`config.mk`:
```
export PLATFORM = sky130hd
export DESIGN_NAME = div_unit
export DESIGN_NICKNAME = d
export VERILOG_FILES = /design/src/hw/div_pkg.sv /design/src/hw/div_special_check.sv /design/src/hw/div_operand_prep.sv /design/src/hw/div_restoring_core.sv /design/src/hw/div_result_fix.sv /design/src/hw/div_unit.sv
export VERILOG_INCLUDE_DIRS = /design/src /design/src/hw
export SDC_FILE = /design/constraint.sdc
export NUM_CORES = 1
export LEC_CHECK = 0
export BUFFER_PORTS_ARGS = -buffer_cell sky130_fd_sc_hd__buf_4
export CAP_MARGIN = 25
export CORE_MARGIN = 2
export CORE_UTILIZATION = 60
export DETAILED_ROUTE_END_ITERATION = 7
export PLACE_DENSITY = 0.83
export RECOVER_POWER = 25
export SLEW_MARGIN = 20
export SYNTH_ARGS = -nofsm -noshare
export SYNTH_HDL_FRONTEND = slang
export SYNTH_SLANG_ARGS = --single-unit
```
`constraint.sdc`:
```
create_clock -name clk -period 12.04 [get_ports clk]
set_clock_uncertainty 0.05 [all_clocks]
set_input_delay 2.408 -clock clk [delete_from_list [all_inputs] [get_ports clk]]
set_output_delay 2.408 -clock clk [all_outputs]
set_load 0.01 [all_outputs]
```
`src/hw/div_params.svh`:
```
// divider widths and one-hot op codes
`ifndef DIV_PARAMS_SVH
`define DIV_PARAMS_SVH

// ----------------------------------------
// widths
// ----------------------------------------
`define DIV_XLEN 64  // full register width
`define DIV_HALF 32  // word-op width

// ----------------------------------------
// one-hot op codes, bit 7 down to bit 0
// ----------------------------------------
`define DIV_OP_REM   8'b1000_0000  // signed rem, 64 bit
`define DIV_OP_REMU  8'b0100_0000  // unsigned rem, 64 bit
`define DIV_OP_REMUW 8'b0010_0000  // unsigned rem, 32 bit
`define DIV_OP_REMW  8'b0001_0000  // signed rem, 32 bit
`define DIV_OP_DIV   8'b0000_1000  // signed div, 64 bit
`define DIV_OP_DIVU  8'b0000_0100  // unsigned div, 64 bit
`define DIV_OP_DIVUW 8'b0000_0010  // unsigned div, 32 bit
`define DIV_OP_DIVW  8'b0000_0001  // signed div, 32 bit

`endif

```
`src/hw/div_pkg.sv`:
```
// divider word, op, counter and state types
`default_nettype none

`include "div_params.svh"

package div_pkg;

  // ----------------------------------------
  // data types
  // ----------------------------------------

  // operand and result word
  typedef logic [`DIV_XLEN-1:0] xlen_t;

  // one-hot op select
  typedef logic [7:0] div_op_t;

  // iteration counter, holds up to 64
  typedef logic [6:0] div_cnt_t;

  // ----------------------------------------
  // FSM
  // ----------------------------------------
  typedef enum logic [1:0] {
    DIV_IDLE   = 2'd0,  // waiting for a request
    DIV_BUSY   = 2'd1,  // shift-subtract loop
    DIV_FINISH = 2'd2   // result held for the consumer
  } div_state_e;

endpackage : div_pkg

`default_nettype wire

```
`src/hw/div_special_check.sv`:
```
// divide-by-zero and signed overflow detection with defined results
`default_nettype none

`include "div_params.svh"

module div_special_check (
  input  div_pkg::div_op_t div_op_i,
  input  div_pkg::xlen_t   dividend_i,
  input  div_pkg::xlen_t   divisor_i,
  output logic             special_hit_o,
  output div_pkg::xlen_t   special_result_o
);
  import div_pkg::*;

  logic  op_valid;
  logic  is_word;
  logic  is_signed;
  logic  is_rem;
  logic  dvs_zero;
  logic  ovf_d;
  logic  ovf_w;
  xlen_t dvd_sext;
  xlen_t min_neg;

  // ----------------------------------------
  // op decode
  // ----------------------------------------
  assign op_valid  = |div_op_i;
  assign is_word   = |(div_op_i & (`DIV_OP_REMUW | `DIV_OP_REMW | `DIV_OP_DIVUW | `DIV_OP_DIVW));
  assign is_signed = |(div_op_i & (`DIV_OP_REM | `DIV_OP_REMW | `DIV_OP_DIV | `DIV_OP_DIVW));
  assign is_rem    = |(div_op_i & (`DIV_OP_REM | `DIV_OP_REMU | `DIV_OP_REMUW | `DIV_OP_REMW));

  // word ops only look at the low half of the divisor
  assign dvs_zero = is_word ? (divisor_i[`DIV_HALF-1:0] == '0) : (divisor_i == '0);

  // most negative / -1
  assign ovf_d = (dividend_i == {1'b1, {(`DIV_XLEN-1){1'b0}}}) && (&divisor_i);
  assign ovf_w = (dividend_i[`DIV_HALF-1:0] == {1'b1, {(`DIV_HALF-1){1'b0}}}) &&
                 (&divisor_i[`DIV_HALF-1:0]);

  assign dvd_sext = {{`DIV_HALF{dividend_i[`DIV_HALF-1]}}, dividend_i[`DIV_HALF-1:0]};

  // most negative value of the op width, already sign-extended
  assign min_neg = is_word ? {{(`DIV_HALF+1){1'b1}}, {(`DIV_HALF-1){1'b0}}}
                           : {1'b1, {(`DIV_XLEN-1){1'b0}}};

  // ----------------------------------------
  // defined results
  // ----------------------------------------
  always_comb begin
    special_hit_o    = 1'b0;
    special_result_o = '0;
    if (op_valid && dvs_zero) begin
      special_hit_o = 1'b1;
      if (is_rem) begin
        special_result_o = is_word ? dvd_sext : dividend_i;  // rem by zero keeps dividend
      end else begin
        special_result_o = '1;  // quotient all ones
      end
    end else if (op_valid && is_signed && (is_word ? ovf_w : ovf_d)) begin
      special_hit_o    = 1'b1;
      special_result_o = is_rem ? '0 : min_neg;
    end
  end

endmodule : div_special_check

`default_nettype wire

```
`src/hw/div_operand_prep.sv`:
```
// operand extension, absolute values, sign flags and iteration count
`default_nettype none

`include "div_params.svh"

module div_operand_prep (
  input  div_pkg::div_op_t  div_op_i,
  input  div_pkg::xlen_t    dividend_i,
  input  div_pkg::xlen_t    divisor_i,
  output div_pkg::xlen_t    abs_dividend_o,
  output div_pkg::xlen_t    abs_divisor_o,
  output logic              neg_quot_o,
  output logic              neg_rem_o,
  output div_pkg::div_cnt_t iter_cnt_o
);
  import div_pkg::*;

  logic  is_word;
  logic  is_signed;
  logic  dvd_neg;
  logic  dvs_neg;
  xlen_t dvd_ext;
  xlen_t dvs_ext;
  xlen_t dvd_abs;
  xlen_t dvs_abs;

  assign is_word   = |(div_op_i & (`DIV_OP_REMUW | `DIV_OP_REMW | `DIV_OP_DIVUW | `DIV_OP_DIVW));
  assign is_signed = |(div_op_i & (`DIV_OP_REM | `DIV_OP_REMW | `DIV_OP_DIV | `DIV_OP_DIVW));

  // ----------------------------------------
  // extend word operands
  // ----------------------------------------
  always_comb begin
    dvd_ext = dividend_i;
    dvs_ext = divisor_i;
    if (is_word) begin
      if (is_signed) begin
        dvd_ext = {{`DIV_HALF{dividend_i[`DIV_HALF-1]}}, dividend_i[`DIV_HALF-1:0]};
        dvs_ext = {{`DIV_HALF{divisor_i[`DIV_HALF-1]}}, divisor_i[`DIV_HALF-1:0]};
      end else begin
        dvd_ext = {{`DIV_HALF{1'b0}}, dividend_i[`DIV_HALF-1:0]};
        dvs_ext = {{`DIV_HALF{1'b0}}, divisor_i[`DIV_HALF-1:0]};
      end
    end
  end

  // unsigned ops never count as negative
  assign dvd_neg = is_signed & dvd_ext[`DIV_XLEN-1];
  assign dvs_neg = is_signed & dvs_ext[`DIV_XLEN-1];

  assign dvd_abs = dvd_neg ? (~dvd_ext + 1'b1) : dvd_ext;
  assign dvs_abs = dvs_neg ? (~dvs_ext + 1'b1) : dvs_ext;

  // ----------------------------------------
  // align for the core
  // ----------------------------------------
  // word dividend goes to the top of the low word so 32 shifts drain it
  assign abs_dividend_o = is_word ? {dvd_abs[`DIV_HALF-1:0], {`DIV_HALF{1'b0}}} : dvd_abs;
  assign abs_divisor_o  = is_word ? {{`DIV_HALF{1'b0}}, dvs_abs[`DIV_HALF-1:0]} : dvs_abs;

  assign neg_quot_o = dvd_neg ^ dvs_neg;
  assign neg_rem_o  = dvd_neg;  // remainder follows dividend

  assign iter_cnt_o = is_word ? div_cnt_t'(`DIV_HALF) : div_cnt_t'(`DIV_XLEN);

endmodule : div_operand_prep

`default_nettype wire

```
`src/hw/div_restoring_core.sv`:
```
// divider FSM and one-bit restoring shift-subtract datapath
`default_nettype none

`include "div_params.svh"

module div_restoring_core (
  input  logic              clk,
  input  logic              rst_n,
  input  logic              div_valid_i,
  input  logic              result_ready_i,
  input  logic              special_hit_i,
  input  div_pkg::xlen_t    special_result_i,
  input  div_pkg::xlen_t    abs_dividend_i,
  input  div_pkg::xlen_t    abs_divisor_i,
  input  div_pkg::div_cnt_t iter_cnt_i,
  output logic              start_o,
  output logic              special_taken_o,
  output div_pkg::xlen_t    special_word_o,
  output div_pkg::xlen_t    quot_raw_o,
  output div_pkg::xlen_t    rem_raw_o,
  output logic              result_ok_o,
  output logic              div_stall_o
);
  import div_pkg::*;

  div_state_e               state_q;
  div_state_e               state_d;
  div_cnt_t                 cnt_q;
  xlen_t                    divisor_q;
  logic [2*`DIV_XLEN-1:0]   rq_q;       // {remainder, quotient}
  logic                     special_taken_q;
  xlen_t                    special_word_q;
  logic                     accept;
  logic                     step;
  logic [`DIV_XLEN:0]       partial;    // shifted remainder, one extra bit
  logic [`DIV_XLEN+1:0]     diff;
  logic                     borrow;

  assign accept = (state_q == DIV_IDLE) && div_valid_i;
  assign step   = (state_q == DIV_BUSY) && (cnt_q != '0);

  // ----------------------------------------
  // restoring step
  // ----------------------------------------
  // remainder can exceed 2^63 so keep the bit shifted out of the top
  assign partial = rq_q[2*`DIV_XLEN-1:`DIV_XLEN-1];
  assign diff    = {1'b0, partial} - {2'b00, divisor_q};
  assign borrow  = diff[`DIV_XLEN+1];

  // ----------------------------------------
  // FSM
  // ----------------------------------------
  always_comb begin
    state_d = state_q;
    case (state_q)
      DIV_IDLE: begin
        if (accept) begin
          state_d = special_hit_i ? DIV_FINISH : DIV_BUSY;
        end
      end
      DIV_BUSY: begin
        if (cnt_q == '0) begin
          state_d = DIV_FINISH;  // terminal cycle
        end
      end
      DIV_FINISH: begin
        if (result_ready_i) begin
          state_d = DIV_IDLE;
        end
      end
      default: state_d = DIV_IDLE;
    endcase
  end

  always_ff @(posedge clk) begin
    if (rst_n) begin
      state_q         <= DIV_IDLE;
      cnt_q           <= '0;
      special_taken_q <= 1'b0;
    end else begin
      state_q <= state_d;
      if (accept) begin
        cnt_q           <= iter_cnt_i;
        special_taken_q <= special_hit_i;
      end else if (step) begin
        cnt_q <= cnt_q - 1'b1;
      end
    end
  end

  // datapath registers
  always_ff @(posedge clk) begin
    if (accept) begin
      divisor_q      <= abs_divisor_i;
      rq_q           <= {{`DIV_XLEN{1'b0}}, abs_dividend_i};
      special_word_q <= special_result_i;
    end else if (step) begin
      rq_q[2*`DIV_XLEN-1:`DIV_XLEN] <= borrow ? partial[`DIV_XLEN-1:0] : diff[`DIV_XLEN-1:0];
      rq_q[`DIV_XLEN-1:0]           <= {rq_q[`DIV_XLEN-2:0], ~borrow};  // new quotient bit
    end
  end

  // ----------------------------------------
  // outputs
  // ----------------------------------------
  assign start_o         = accept;
  assign special_taken_o = special_taken_q;
  assign special_word_o  = special_word_q;
  assign quot_raw_o      = rq_q[`DIV_XLEN-1:0];
  assign rem_raw_o       = rq_q[2*`DIV_XLEN-1:`DIV_XLEN];
  assign result_ok_o     = (state_q == DIV_FINISH);
  assign div_stall_o     = (accept && !special_hit_i) || (state_q == DIV_BUSY);

endmodule : div_restoring_core

`default_nettype wire

```
`src/hw/div_result_fix.sv`:
```
// op latch, sign correction and result select
`default_nettype none

`include "div_params.svh"

module div_result_fix (
  input  logic             clk,
  input  logic             rst_n,
  input  logic             start_i,
  input  div_pkg::div_op_t div_op_i,
  input  logic             neg_quot_i,
  input  logic             neg_rem_i,
  input  logic             special_taken_i,
  input  div_pkg::xlen_t   special_word_i,
  input  div_pkg::xlen_t   quot_raw_i,
  input  div_pkg::xlen_t   rem_raw_i,
  input  logic             result_ok_i,
  output div_pkg::xlen_t   result_o
);
  import div_pkg::*;

  div_op_t op_q;
  logic    neg_quot_q;
  logic    neg_rem_q;
  xlen_t   quot_fix;
  xlen_t   rem_fix;
  xlen_t   fixed;

  always_ff @(posedge clk) begin
    if (rst_n) begin
      op_q       <= '0;
      neg_quot_q <= 1'b0;
      neg_rem_q  <= 1'b0;
    end else if (start_i) begin
      op_q       <= div_op_i;
      neg_quot_q <= neg_quot_i;
      neg_rem_q  <= neg_rem_i;
    end
  end

  assign quot_fix = neg_quot_q ? (~quot_raw_i + 1'b1) : quot_raw_i;
  assign rem_fix  = neg_rem_q ? (~rem_raw_i + 1'b1) : rem_raw_i;

  // ----------------------------------------
  // select by op, word results sign-extended
  // ----------------------------------------
  always_comb begin
    case (op_q)
      `DIV_OP_DIV, `DIV_OP_DIVU:   fixed = quot_fix;
      `DIV_OP_REM, `DIV_OP_REMU:   fixed = rem_fix;
      `DIV_OP_DIVW, `DIV_OP_DIVUW: fixed = {{`DIV_HALF{quot_fix[`DIV_HALF-1]}},
                                            quot_fix[`DIV_HALF-1:0]};
      `DIV_OP_REMW, `DIV_OP_REMUW: fixed = {{`DIV_HALF{rem_fix[`DIV_HALF-1]}},
                                            rem_fix[`DIV_HALF-1:0]};
      default:                     fixed = '0;
    endcase
  end

  // zero outside FINISH
  assign result_o = !result_ok_i    ? '0 :
                    special_taken_i ? special_word_i : fixed;

endmodule : div_result_fix

`default_nettype wire

```
`src/hw/div_unit.sv`:
```
// divide unit top level
`default_nettype none

module div_unit (
  input  logic             clk,
  input  logic             rst_n,
  input  logic             div_valid_i,
  input  div_pkg::div_op_t div_op_i,
  input  div_pkg::xlen_t   dividend_i,
  input  div_pkg::xlen_t   divisor_i,
  input  logic             result_ready_i,
  output div_pkg::xlen_t   result_o,
  output logic             result_ok_o,
  output logic             div_stall_o
);
  import div_pkg::*;

  logic     special_hit;
  xlen_t    special_result;
  xlen_t    abs_dividend;
  xlen_t    abs_divisor;
  logic     neg_quot;
  logic     neg_rem;
  div_cnt_t iter_cnt;
  logic     start;
  logic     special_taken;
  xlen_t    special_word;
  xlen_t    quot_raw;
  xlen_t    rem_raw;

  // ----------------------------------------
  // input side
  // ----------------------------------------
  div_special_check i_special_check (
    .div_op_i         (div_op_i),
    .dividend_i       (dividend_i),
    .divisor_i        (divisor_i),
    .special_hit_o    (special_hit),
    .special_result_o (special_result)
  );

  div_operand_prep i_operand_prep (
    .div_op_i       (div_op_i),
    .dividend_i     (dividend_i),
    .divisor_i      (divisor_i),
    .abs_dividend_o (abs_dividend),
    .abs_divisor_o  (abs_divisor),
    .neg_quot_o     (neg_quot),
    .neg_rem_o      (neg_rem),
    .iter_cnt_o     (iter_cnt)
  );

  // ----------------------------------------
  // iteration and output side
  // ----------------------------------------
  div_restoring_core i_core (
    .clk              (clk),
    .rst_n            (rst_n),
    .div_valid_i      (div_valid_i),
    .result_ready_i   (result_ready_i),
    .special_hit_i    (special_hit),
    .special_result_i (special_result),
    .abs_dividend_i   (abs_dividend),
    .abs_divisor_i    (abs_divisor),
    .iter_cnt_i       (iter_cnt),
    .start_o          (start),
    .special_taken_o  (special_taken),
    .special_word_o   (special_word),
    .quot_raw_o       (quot_raw),
    .rem_raw_o        (rem_raw),
    .result_ok_o      (result_ok_o),
    .div_stall_o      (div_stall_o)
  );

  div_result_fix i_result_fix (
    .clk             (clk),
    .rst_n           (rst_n),
    .start_i         (start),
    .div_op_i        (div_op_i),
    .neg_quot_i      (neg_quot),
    .neg_rem_i       (neg_rem),
    .special_taken_i (special_taken),
    .special_word_i  (special_word),
    .quot_raw_i      (quot_raw),
    .rem_raw_i       (rem_raw),
    .result_ok_i     (result_ok_o),
    .result_o        (result_o)
  );

endmodule : div_unit

`default_nettype wire

```
======== Word-level counts from Yosys, hierarchy flattened ========
Index checks and enable logic that the tools add are counted.
storage, ports and cells
  flip-flop bits (word level) ............. 276
  output and inout bits ................... 66
  bits of input ports ..................... 140
  word-level logic and storage cells ...... 100
cells by class
  muxes and demuxes ....................... 33
  add/sub/neg operators ................... 6
  bitwise gates (word level) .............. 8
  equal/unequal tests ..................... 15
  reduce and logical (&&, ||, !) cells .... 27
operators by type and width
  operator                                                                count
  64-bit 2-to-1 mux                                                       19
  64-bit by 1-bit adder with 64-bit output (second input constant)        4
  64-bit inverter                                                         4
  64-bit one-hot mux with 4 select lines                                  1
  65-bit by 64-bit subtractor with 66-bit output                          1
  64-bit equality test (second input constant)                            1
  64-bit logical NOT                                                      1
  64-bit AND reduction                                                    1
  63-bit 2-to-1 mux                                                       1
  32-bit equality test (second input constant)                            1
  32-bit logical NOT                                                      1
  32-bit AND reduction                                                    1
  7-bit 2-to-1 mux                                                        3
  4-bit OR reduction                                                      3
  8-bit by 1-bit equality test with 1-bit output (second input constant)  1
  8-bit by 2-bit equality test with 1-bit output (second input constant)  1
  8-bit by 3-bit equality test with 1-bit output (second input constant)  1
  8-bit by 4-bit equality test with 1-bit output (second input constant)  1
  8-bit by 5-bit equality test with 1-bit output (second input constant)  1
  8-bit by 6-bit equality test with 1-bit output (second input constant)  1
  8-bit by 7-bit equality test with 1-bit output (second input constant)  1
  8-bit equality test (second input constant)                             1
  1-bit logical AND                                                       8
  2-bit 2-to-1 mux                                                        4
  19 further kinds                                                        27

======== Depth between registers and ports, before layout ========
  depth in word-level cells ............... 9
  depth in mapped cells ................... 16
  gate-level depth less buffers ........... 14

======== Cells and area by module ========
From an unflattened synthesis, not the netlist that was laid out.
second synthesis, totals
  cell total of the unflattened synthesis .. 3116
  area, all modules ....................... 24267.0 µm²
modules (own cells, without submodules)
  module              cells each  area an instance (µm²)  sequential area each (µm²)  instances
  div_restoring_core  1401        13604.3                 7247.0                      1
  div_result_fix      781         5072.4                  200.2                       1
  div_operand_prep    701         4161.5                  0.0                         1
  div_special_check   233         1428.9                  0.0                         1

======== Worst setup path after synthesis ========
OpenSTA, ideal clock, no wires.
  kind .................................... input to output
  start point ............................. input divisor_i[6]
  end point ............................... output div_stall_o
  slack ................................... 4.763 ns
  required time ........................... 9.582 ns
  buffers on the path ..................... 1
  data arrival time ....................... 4.819 ns
  cell stages on the path ................. 11
  cells stage by stage .................... or4_4 -> or3_1 -> or3_1 -> or2_1 -> nand2b_4 -> a221o_1 -> buf_2 -> nand2_1 -> nor3_1 -> nand2_1 -> nand2_1
on the way
  longest elaborated chain between the ends .. 9
  elaborated cells on any way between the ends .. 15
  classes of those cells .................. mux: 4; reduce/logical: 11
RTL lines
  what                                                                 line                                              source
  from (decl)                                                          div_unit.sv:10                                    input div_pkg::xlen_t divisor_i,
  64-bit AND reduction / 32-bit AND reduction (equally long branches)  div_special_check.sv:37, div_special_check.sv:39
  1-bit logical AND (on tied branches)                                 div_special_check.sv:37, div_special_check.sv:38
  1-bit 2-to-1 mux                                                     div_special_check.sv:60                           end else if (op_valid && is_signed && (is_word ? ovf_w : ovf_d)) begin
  1-bit logical AND                                                    div_special_check.sv:60
  1-bit 2-to-1 mux                                                     div_special_check.sv:60
  1-bit 2-to-1 mux (*)                                                 div_special_check.sv:53                           if (op_valid && dvs_zero) begin
  1-bit logical NOT (*)                                                div_restoring_core.sv:112                         assign div_stall_o = (accept && !special_hit_i) || (state_q == DIV_BUSY);
  1-bit logical AND (*)                                                div_restoring_core.sv:112
  1-bit logical OR (*)                                                 div_restoring_core.sv:112
  to (decl)                                                            div_unit.sv:14                                    output logic div_stall_o
Mark *: on every way between the ends. The rest lies on a longest branch, timed or not.

======== Worst setup path after layout ========
  start point ............................. input div_valid_i
  end point ............................... register i_core.rq_q[40] (data pin)
on the way
  longest elaborated chain between the ends .. 2
RTL lines
  what                             line                      source
  from (decl)                      div_unit.sv:7             input logic div_valid_i,
  1-bit logical AND                div_restoring_core.sv:39  assign accept = (state_q == DIV_IDLE) && div_valid_i;
  64-bit 2-to-1 mux                div_restoring_core.sv:93  if (accept) begin
  to (signal assigned)             div_restoring_core.sv:95  rq_q <= {{`DIV_XLEN{1'b0}}, abs_dividend_i};
  to (signal, indexed assignment)  div_restoring_core.sv:98  rq_q[2*`DIV_XLEN-1:`DIV_XLEN] <= borrow ? partial[`DIV_XLEN-1:0] : diff[`DIV_XLEN-1:0];
  to (signal, indexed assignment)  div_restoring_core.sv:99  rq_q[`DIV_XLEN-1:0] <= {rq_q[`DIV_XLEN-2:0], ~borrow};
  to (decl)                        div_restoring_core.sv:30  logic [2*`DIV_XLEN-1:0] rq_q;
No other way between the ends.
A chain may end at the register's enable or synchronous reset.

==> implementation parameters <==
Parameter                              Value

STA
  Hold Vio Cnt, Final    0
  Number of failing setup endpoints in the final timing report    0
  Slew of the pin with the lowest slew margin    4.06 ns
  Max frequency    109 MHz
  Worst Setup Slack, final    2.84 ns
  Unrepaired setup endpoints after global routing    no
  Post-Route Setup TNS    0 ns
  Share of the clock period used by the worst path    approximately three quarters
  Clock period minus worst slack    9.20 ns
  Final slew viol count    209
  Slew headroom    -172%

Place
  DPL Wire Length    59,100 µm
  Total placed cells including tap cells    ~3,300
  Worst Setup Slack post-DPL    3.89 ns
  Placer's final routability congestion estimate    0.973
  Placed cell areas    ~24,000 µm²
  Number of port buffers    205

Critical path
  Element type at the critical path start    input pin
  Critical path type    input pin to flip-flop
  Critical path endpoint category    flip-flop
  Worst-path fanout max    89
  Data arrival time at the worst-slack endpoint    9.43 ns
  Minimum setup slack among reg-to-reg paths    4.32 ns
  Required arrival time at the worst endpoint    12.26 ns

Finish
  Layout net count    approximately 3,000
  Area growth from synthesis to final layout    12.6%
  Fraction of layout cells with a size suffix above 1    11.8%
  Fill cell instance count of the final layout    3,093
  Number of standard cells in the final layout excluding fillers    about 3,400
  Total non-filler cell area in the finished layout    25,100 µm²

Global route
  Via count of the first global-routing pass    20,843
  Global-route wire length before repair    118,000 µm
  Tot GR Track Use    about two fifths
  GRT Residual Overflow    0
  Initial antenna violation count    2
  Maximum number of pins on one net before global-route repair    90

Routing
  Vias    around 22,000
  Avg Vias per Cell    6.67
  Number of detailed-route iterations in the first pass    7
  Number of DRC violations after detailed routing    0
  Remaining number of nets flagged by the antenna check after routing    0
  Average wire per cell in the routed design    23.1 µm
  Iteration-0 DRC Markers    2,643
  Detailed Route WL    77,900 µm

Logic synthesis
  Yosys warnings    0
  Number of enable flip-flop cells after synthesis    192
  Number of instances in the synthesized netlist    2,777
  Number of distinct standard cells referenced by the synthesized netlist    78
  Synth Flop Type    edfxtp_1
  Share of async-settable or async-resettable flops after synthesis    0%
  Post-Syn Area per Cell    8.03 µm²
  Sequential share of the synthesized area    33.4%
  Combined area of all synthesized cells    22,300 µm²
  Syn Nets    2,989
  Synthesis-stage register bit count    276

Hold path
  Class of the worst hold path    flip-flop to flip-flop

Clock network
  Setup fix buffers added after clock tree synthesis    0
  Clock net sink count    around 280
  PostCTS Resize Cnt    0
  CTS tree    yes
  Clock network latency to the later pin of the worst-skew pair    0.60 ns
  CTS root buf    clkbuf_16
  Cts bufs inserted    30
  CTS HTree Levels    1
  CTS clk-pin slew, worst paths    0.06 ns
  Maximum root-to-sink buffer count    3
  Hold_buf cts    0

Power and ir drop
  Power per standard cell area    ~150 nW/µm²
  Worst voltage drop across the vdd grid    around 0.12 mV
  Lkg Pwr    0.00958 µW

Floorplanning
  Horiz. Die Dim    197 µm
  Initial core utilization    60.9%
  Count of standard-cell rows    70
  IO Count    about 200
  Die Area    38,700 µm²
  Die height    197 µm
  Core area    36,600 µm²

Status
  Failing checks    max-capacitance violations, max-slew violations
  Outcome    complete, but fails checks

Job
  Count of max-cap constraint violations    4
kinds of logic after synthesis:
group | Yosys count | synth area share, %
compound gates | 855 | 23.3
xor+xnor | 306 | 12.0
fa+ha+maj | 72 | 4.07
buf+inv | 270 | 4.62
flops | 276 | 33.4
mux | 53 | 2.39
simple gates | 945 | 20.2
cell usage after synthesis (all sizes together), types with 8 or more instances:
library cell / n / share of area [%]
a32oi: 13 / 0.51
a22o: 16 / 0.63
edfxtp: 192 / 26
nand4: 42 / 1.2
o221ai: 8 / 0.31
o21ai: 319 / 7.2
ha: 71 / 4.0
nor2b: 13 / 0.36
mux2i: 50 / 2.2
buf: 21 / 0.42
nor4: 42 / 1.4
nor3: 59 / 1.3
and3: 8 / 0.22
o31ai: 69 / 2.3
a21oi: 206 / 4.7
clkbuf: 144 / 2.4
or2: 27 / 0.77
o41ai: 30 / 1.3
nand3: 70 / 1.6
dfxtp: 84 / 7.5
nand2b: 17 / 0.54
or3: 36 / 1.1
o21bai: 18 / 0.61
a22oi: 10 / 0.34
o21a: 18 / 0.61
a31oi: 11 / 0.31
xor2: 170 / 6.7
inv: 104 / 1.7
a211oi: 14 / 0.47
a21o: 31 / 1.0
o22ai: 45 / 1.3
or4: 37 / 1.3
nor2: 268 / 4.5
xnor2: 136 / 5.3
o211ai: 16 / 0.54
nand2: 299 / 5.0
area by class of cell:
class	count	area [µm²]	share of cell area (%)
flip-flops and latches	276	7450	29.7
diodes	1	2.50	0.00996
clock inverters	9	88.8	0.354
multi-input cells	2231	13900	55.3
well taps	468	586	2.33
clock buffers	47	960	3.82
repair buffers	231	1740	6.94
inverters	105	395	1.57
state kept, by name, summed over array words and instances, names as in the netlist:
name / flops
i_core.cnt_q: 7
i_core.divisor_q: 64
i_core.state_q: 2
i_result_fix.neg_rem_q: 1
i_result_fix.op_q: 8
i_core.special_taken_o: 1
i_core.rq_q: 128
i_core.special_word_o: 64
i_result_fix.neg_quot_q: 1
metal layers:
metal / share of wire, % / GRT usage [%] / vias up / wire length (µm)
li1: - / - / 10334 / -
met1: 39 / 50.6 / 10574 / 30200
met2: 45 / 62.9 / 1296 / 35400
met3: 11 / 8.88 / 249 / 8440
met4: 4.9 / 16.3 / 4 / 3780
met5: 0.041 / 0 / - / 32
cell usage in the layout, fill, tap and decap left out, types with 10 or more instances in the layout:
master,count
o21ai_0,309
nand2_1,298
nor2_1,266
buf_4,224
a21oi_1,203
edfxtp_1,192
xor2_1,170
xnor2_1,136
inv_1,103
dfxtp_1,81
ha_1,71
nand3_1,69
o31ai_1,68
nor3_1,59
mux2i_1,50
o22ai_1,45
nand4_1,42
nor4_1,34
or3_1,34
clkbuf_16,34
or4_1,32
a21o_1,30
o41ai_1,27
or2_2,22
o21bai_1,18
o21a_1,18
o211ai_1,16
a22o_1,16
nand2b_1,15
a211oi_1,14
nor2b_1,13
a32oi_1,13
clkbuf_1,12
a31oi_1,11
a22oi_1,10
critical path, cell delays in order:
cell	delay (ns)
clkbuf_1	0.16
nand2_4	0.63
clkinvlp_2	3.38
nand2_1	2.48
o221ai_1	0.28
metrics by stage:
stage          utilization [%]  hold slack [ns]  total power, µW
2_1_floorplan                -            0.401             2230
3_3_place_gp              65.7            0.411             2610
3_5_place_dp              65.7            0.427             2650
4_1_cts                   68.6            0.436             3620
5_1_grt                   68.6            0.465             3820
6_report                  68.6            0.441             3670
path summary, 6_finish.rpt:
check	start	endpoint	cells after the start
worst max-delay path	div_valid_i	i_core.rq_q[40]$_DFFE_PP_	5
worst min-delay path	i_core.cnt_q[6]$_SDFFE_PP0P_	i_core.cnt_q[6]$_SDFFE_PP0P_	2
worst max register to register	i_core.state_q[1]$_SDFFE_PP0P_	i_core.rq_q[40]$_DFFE_PP_	5
worst min register to register	i_core.cnt_q[6]$_SDFFE_PP0P_	i_core.cnt_q[6]$_SDFFE_PP0P_	2
where the power goes:
group          internal, µW  total (µW)  switching, µW
Clock                   570         983            413
Sequential             1210        1370            158
Combinational           460        1320            858
Total                  2240        3670           1430
No activity file was read; power rests on OpenSTA's default activity.
